### config.mk
export PLATFORM = sky130hd
export DESIGN_NAME = alu_op_decode
export DESIGN_NICKNAME = d
export VERILOG_FILES = /design/src/rtl/stack_instr_pkg.sv /design/src/rtl/alu_op_decode.sv
export SDC_FILE = /design/constraint.sdc
export NUM_CORES = 1
export LEC_CHECK = 0
export BUFFER_PORTS_ARGS = -buffer_cell sky130_fd_sc_hd__buf_4
export CAP_MARGIN = 40
export CELL_PAD_IN_SITES_DETAIL_PLACEMENT = 1
export CELL_PAD_IN_SITES_GLOBAL_PLACEMENT = 2
export CORE_MARGIN = 3
export CORE_UTILIZATION = 30
export DETAILED_ROUTE_END_ITERATION = 8
export GPL_ROUTABILITY_DRIVEN = 1
export PLACE_DENSITY = 0.72
export SLEW_MARGIN = 20
export SYNTH_ARGS = -nofsm -noshare
export SYNTH_HDL_FRONTEND = slang
export SYNTH_SLANG_ARGS = --single-unit
### constraint.sdc
create_clock -name clk -period 0.8 [get_ports clk]
set_input_delay 0.04 -clock clk [delete_from_list [all_inputs] [get_ports clk]]
set_output_delay 0.04 -clock clk [all_outputs]
set_load 0.02 [all_outputs]
### src/rtl/stack_instr_pkg.sv
package stack_instr_pkg;

	localparam int data_width     = 32; // Accumulator, memory and I/O data
	localparam int opcode_width   = 7;
	localparam int operand_width  = 9;
	localparam int mem_addr_width = 8;  // Data memory depth is 256 words
	localparam int alu_op_width   = 6;

	typedef logic [data_width-1:0]     data_t;
	typedef logic [opcode_width-1:0]   opcode_t;
	typedef logic [operand_width-1:0]  operand_t;
	typedef logic [mem_addr_width-1:0] mem_addr_t;

	// Instruction set, the S prefix marks the stack operand form
	typedef enum opcode_t {
		op_load   = 7'd0,  op_pld    = 7'd1,  op_set    = 7'd2,  op_setp   = 7'd3,
		op_push   = 7'd4,  op_jz     = 7'd5,  op_jmp    = 7'd6,  op_call   = 7'd7,
		op_return = 7'd8,  op_srf    = 7'd9,  op_in     = 7'd10, op_out    = 7'd11,
		op_neg    = 7'd12, op_add    = 7'd13, op_sadd   = 7'd14, op_mlt    = 7'd15,
		op_smlt   = 7'd16, op_div    = 7'd17, op_sdiv   = 7'd18, op_mod    = 7'd19,
		op_smod   = 7'd20, op_and    = 7'd21, op_sand   = 7'd22, op_land   = 7'd23,
		op_sland  = 7'd24, op_or     = 7'd25, op_sor    = 7'd26, op_lor    = 7'd27,
		op_slor   = 7'd28, op_xor    = 7'd29, op_sxor   = 7'd30, op_inv    = 7'd31,
		op_linv   = 7'd32, op_equ    = 7'd33, op_sequ   = 7'd34, op_gre    = 7'd35,
		op_sgre   = 7'd36, op_les    = 7'd37, op_sles   = 7'd38, op_shr    = 7'd39,
		op_sshr   = 7'd40, op_shl    = 7'd41, op_sshl   = 7'd42, op_srs    = 7'd43,
		op_ssrs   = 7'd44, op_pst    = 7'd45, op_ssign  = 7'd46, op_nrm    = 7'd47,
		op_abs    = 7'd49, // 48 was a float conversion
		op_ildi   = 7'd50, // Indirect load with inverted address bits
		op_sign   = 7'd51,
		op_ldi    = 7'd52, // Indirect load, offset in the accumulator
		op_isrf   = 7'd53, // Register file set with inverted bits
		op_negm   = 7'd59,
		op_pnegm  = 7'd60, // P prefix pushes the accumulator first
		op_pop    = 7'd64,
		op_absm   = 7'd77,
		op_pabsm  = 7'd78,
		op_pstm   = 7'd82,
		op_ppstm  = 7'd83,
		op_nrmm   = 7'd87,
		op_pnrmm  = 7'd88
	} instr_op_e;

	// ALU operation codes, the float codes in between are unused
	typedef enum logic [alu_op_width-1:0] {
		alu_none = 6'd0,
		alu_load = 6'd1,
		alu_add  = 6'd2,
		alu_mult = 6'd3,
		alu_div  = 6'd4,
		alu_mod  = 6'd5,
		alu_neg  = 6'd6,  // Two's complement
		alu_nrm  = 6'd7,  // Divide by a constant
		alu_abs  = 6'd8,
		alu_pst  = 6'd9,  // Value or zero when negative
		alu_sign = 6'd10,
		alu_or   = 6'd11,
		alu_and  = 6'd12,
		alu_inv  = 6'd13,
		alu_xor  = 6'd14,
		alu_les  = 6'd15,
		alu_gre  = 6'd16,
		alu_equ  = 6'd17,
		alu_linv = 6'd18, // Logical not
		alu_land = 6'd19,
		alu_lor  = 6'd20,
		alu_shl  = 6'd21,
		alu_shr  = 6'd22,
		alu_srs  = 6'd23, // Arithmetic shift right
		alu_negm = 6'd28,
		alu_absm = 6'd37,
		alu_pstm = 6'd40,
		alu_nrmm = 6'd43
	} alu_op_e;

endpackage
### src/rtl/alu_op_decode.sv
`timescale 1ns/100ps

module alu_op_decode
	import stack_instr_pkg::*;
(
	input  logic    clk,
	input  logic    rst,
	input  opcode_t opcode,
	output alu_op_e ula_op,
	output logic    srf,
	output logic    srf_invert,
	output logic    req_in,
	output logic    out_en
);

	always_ff @(posedge clk or posedge rst) begin
		if (rst) begin
			ula_op     <= alu_none;
			srf        <= 1'b0;
			srf_invert <= 1'b0;
			req_in     <= 1'b0;
			out_en     <= 1'b0;
		end else begin
			srf        <= (opcode == op_srf) || (opcode == op_isrf);
			srf_invert <= (opcode == op_isrf);  // ISRF writes the inverted word
			req_in     <= (opcode == op_in);
			out_en     <= (opcode == op_out);

			case (opcode)
				// Loads, the data source is chosen at the top level
				op_load, op_pld, op_setp, op_in, op_ildi, op_ldi, op_pop:
					ula_op <= alu_load;

				// Control flow and stores leave the accumulator alone
				op_set, op_push, op_jz, op_jmp, op_call, op_return:
					ula_op <= alu_none;
				op_srf, op_out, op_isrf:
					ula_op <= alu_none;

				op_add, op_sadd:   ula_op <= alu_add;
				op_mlt, op_smlt:   ula_op <= alu_mult;
				op_div, op_sdiv:   ula_op <= alu_div;
				op_mod, op_smod:   ula_op <= alu_mod;
				op_and, op_sand:   ula_op <= alu_and;
				op_land, op_sland: ula_op <= alu_land;
				op_or, op_sor:     ula_op <= alu_or;
				op_lor, op_slor:   ula_op <= alu_lor;
				op_xor, op_sxor:   ula_op <= alu_xor;
				op_equ, op_sequ:   ula_op <= alu_equ;
				op_gre, op_sgre:   ula_op <= alu_gre;
				op_les, op_sles:   ula_op <= alu_les;
				op_shr, op_sshr:   ula_op <= alu_shr;
				op_shl, op_sshl:   ula_op <= alu_shl;
				op_srs, op_ssrs:   ula_op <= alu_srs;

				// Unary operations on the accumulator
				op_neg:            ula_op <= alu_neg;
				op_inv:            ula_op <= alu_inv;
				op_linv:           ula_op <= alu_linv;
				op_pst:            ula_op <= alu_pst;
				op_nrm:            ula_op <= alu_nrm;
				op_abs:            ula_op <= alu_abs;
				op_sign, op_ssign: ula_op <= alu_sign;  // Sign of in1 applied to in2

				// Unary operations on a memory word
				op_negm, op_pnegm: ula_op <= alu_negm;
				op_absm, op_pabsm: ula_op <= alu_absm;
				op_pstm, op_ppstm: ula_op <= alu_pstm;
				op_nrmm, op_pnrmm: ula_op <= alu_nrmm;

				default:           ula_op <= alu_none;  // Float and unused opcodes
			endcase
		end
	end

	// IN and OUT are separate instructions, the I/O port is never both ways
	a_io_exclusive: assert property (
		@(posedge clk) disable iff (rst)
		!(req_in && out_en)
	) else $error("req_in and out_en high together");

	a_invert_needs_srf: assert property (
		@(posedge clk) disable iff (rst)
		srf_invert |-> srf
	) else $error("srf_invert without srf");

endmodule

==> results_dict.tcl <==
set metrics [dict create \
    rsz0062_at_grt "yes" \
    syn_area_mm2 0.00108 \
    cp_max_fo 4 \
    synth_seq_cells 10 \
    drt-vias-per-instance 5.05 \
    clk_pin_slew_ns 0.07 \
    setup_viol 16 \
    grt_max_degree 24 \
    fin_nets 191 \
    synth_cell_types 50 \
    tns_ns -1.51 \
    leakage_nw 0.802 \
    synth-async-reset-ratio 1.00 \
    postLayoutCellArea_mm2 0.00175 \
    worstSetupPathType "in2reg" \
    slowest_stage "o31ai_1" \
    crit_buf_inv 3 \
    status "finished with violations" \
    grt_pass1_vias 1142 \
    synth_area_leaders "dfrtp_1, ha_1, buf_6" \
    grtUsageTotal 0.177 \
    antenna_found_initial 0 \
    power.total_mw 1.82 \
    start_util 0.316 \
    postSynthCellCount 119 \
    area_delta_synth_final_pct 62.2 \
    rows 21 \
    layout_setup_ws_ns -0.341 \
    critical-path-top-delay-family "compound AO/OA/AOI/OAI gates" \
    hold_violations 0 \
    post_dp_cell_area_mm2 0.00147 \
    overflow 0 \
    synth-edff-count 0 \
    clockBufferDepth 2 \
    netlist_top_cells_count "dfrtp_1, ha_1, nand2_1, nor2_1, o21ai_0" \
    ant_nets 0 \
    die_h_um 66.0 \
    routedWlPerCell_um 16.4 \
    period_needed_ns 1.14 \
    violations "setup timing" \
    cts-root-buf "clkbuf_4" \
    pin_count 19 \
    synth.avg_cell_area_um2 9.08 \
    worstSetupStartpointType "input pin" \
    maxSlewViolCount 0 \
    end_kind "flop" \
    grt_pass1_wl_mm 5.75 \
    synth_top_cell_by_area "dfrtp_1" \
    dp_hpwl_mm 2.72 \
    vias 1106 \
    io_buffers 18 \
    ys.flop_type "dfrtp_1" \
    htree_levels 1 \
    drtIter0Drc 24 \
    holdWs_ns 0.134 \
    place_congestion 0.824 \
    n_antenna_cell 0 \
    die_x_um 66.0 \
    crit_required_ns 0.94 \
    max_stage_delay_ns 0.41 \
    arrival_ns 1.28 \
    drt_pass1_iterations 4 \
    cts_tree "yes" \
    finalCritPeriodShare 1.43 \
    drive_gt1_frac 0.555 \
    cts_sinks 10 \
    max_cap_viol_count 0 \
    peakVddDrop_uv 367 \
    synth_top_area_frac 0.231 \
    power_density_mw_per_mm2 1040 \
    fill_cells 400 \
    synth_nets 136 \
    cts_inserted_buffers 3 \
    core_mm2 0.00342 \
    seq_area_frac_synth 0.231 \
    timing.fmax_mhz 877 \
    max_slew_margin 0.716 \
    drc 0 \
    hold_path.class "in2reg" \
    dieArea_mm2 0.00436 \
    yosysMostFrequentCell "dfrtp_1" \
    tightestPinTransition_ns 0.423 \
    path_cells "buf_8 -> clkinvlp_4 -> ha_4 -> buf_4 -> a211oi_2 -> o31ai_1 -> a221oi_2" \
    yosysWarnings 0 \
    drt_wl_total_mm 3.59 \
]
## power by group
group / total [mW] / switching, mW / internal, mW / leakage, nW
clock network: 0.460 / 0.183 / 0.277 / 0.0210
registers: 0.542 / 0.0126 / 0.529 / 0.135
logic: 0.813 / 0.400 / 0.413 / 0.646
total: 1.82 / 0.596 / 1.22 / 0.802
## cells in the final DEF (no fill, tap or decap), drive strengths merged, types with 2 or more instances in the layout
cell,Yosys,final
buf,10,60
a211oi,3,3
o21ai,10,10
a2111oi,3,3
nand3b,2,2
nand2,8,8
nand3,3,3
or3,2,2
nand2b,6,6
and2,2,2
nor2,9,9
a21oi,5,5
o211ai,2,2
clkbuf,1,4
a32oi,3,3
ha,8,8
mux2i,3,3
a221oi,2,2
inv,7,6
nor2b,3,3
dfrtp,10,10
a21boi,2,2
## layer usage
metal,vias to the layer above,GRT usage,share of wire
met3,7,0.0153,0.017
li1,543,-,-
met5,-,0,0
met2,17,0.320,0.53
met1,539,0.206,0.43
met4,0,0.0888,0.024
## worst min-delay path, delay by kind of cell
family / cells / cell delay [ns]
AO/OA/AOI/OAI: 2 / 0.20
buffers and inverters: 1 / 0.12
## worst paths after layout
check,from,endpoint,cells after the start
worst max-delay path,opcode[0],ula_op[1],7
worst min-delay path,opcode[6],ula_op[3],3
max in group asynchronous,rst,ula_op[4],3
min in group asynchronous,rst,ula_op[5],3
## stage by stage
step	cells	utilization	setup slack, ns
6_report	219	0.513	-0.341
5_1_grt	219	0.513	-0.370
4_1_cts	216	0.475	-0.294
3_5_place_dp	209	0.429	-0.696
3_3_place_gp	209	0.429	-0.649
2_1_floorplan	119	-	-0.418
## state kept, by name, indices dropped and copies added, names as in the netlist
signal	cells
ula_op	6
out_en	1
req_in	1
srf	1
srf_invert	1
## kinds of logic after synthesis
logic type,Yosys count,synth area share
fa+ha+maj,8,0.0926
xor+xnor,2,0.0162
compound gates,38,0.272
flops,10,0.231
simple gates,39,0.210
mux,4,0.0382
buf+inv,18,0.140
## repair_timing
item                                   4_1_cts  5_1_grt
setup endpoints to repair                   16       18
hold buffers                                 1        0
resized for setup                           23       22
setup buffers                                2        4
pin swaps                                    5       10
endpoints found under the hold margin       10        0
## area by class of cell
class | count | area, um2 | share of cell area
sequential | 10 | 250 | 0.143
multi-input combinational | 91 | 840 | 0.479
clock buffer | 4 | 36.3 | 0.0207
tap | 46 | 57.6 | 0.0328
inverter | 7 | 32.5 | 0.0186
timing repair buffer | 61 | 537 | 0.306
(Power assumes the default switching activity.)
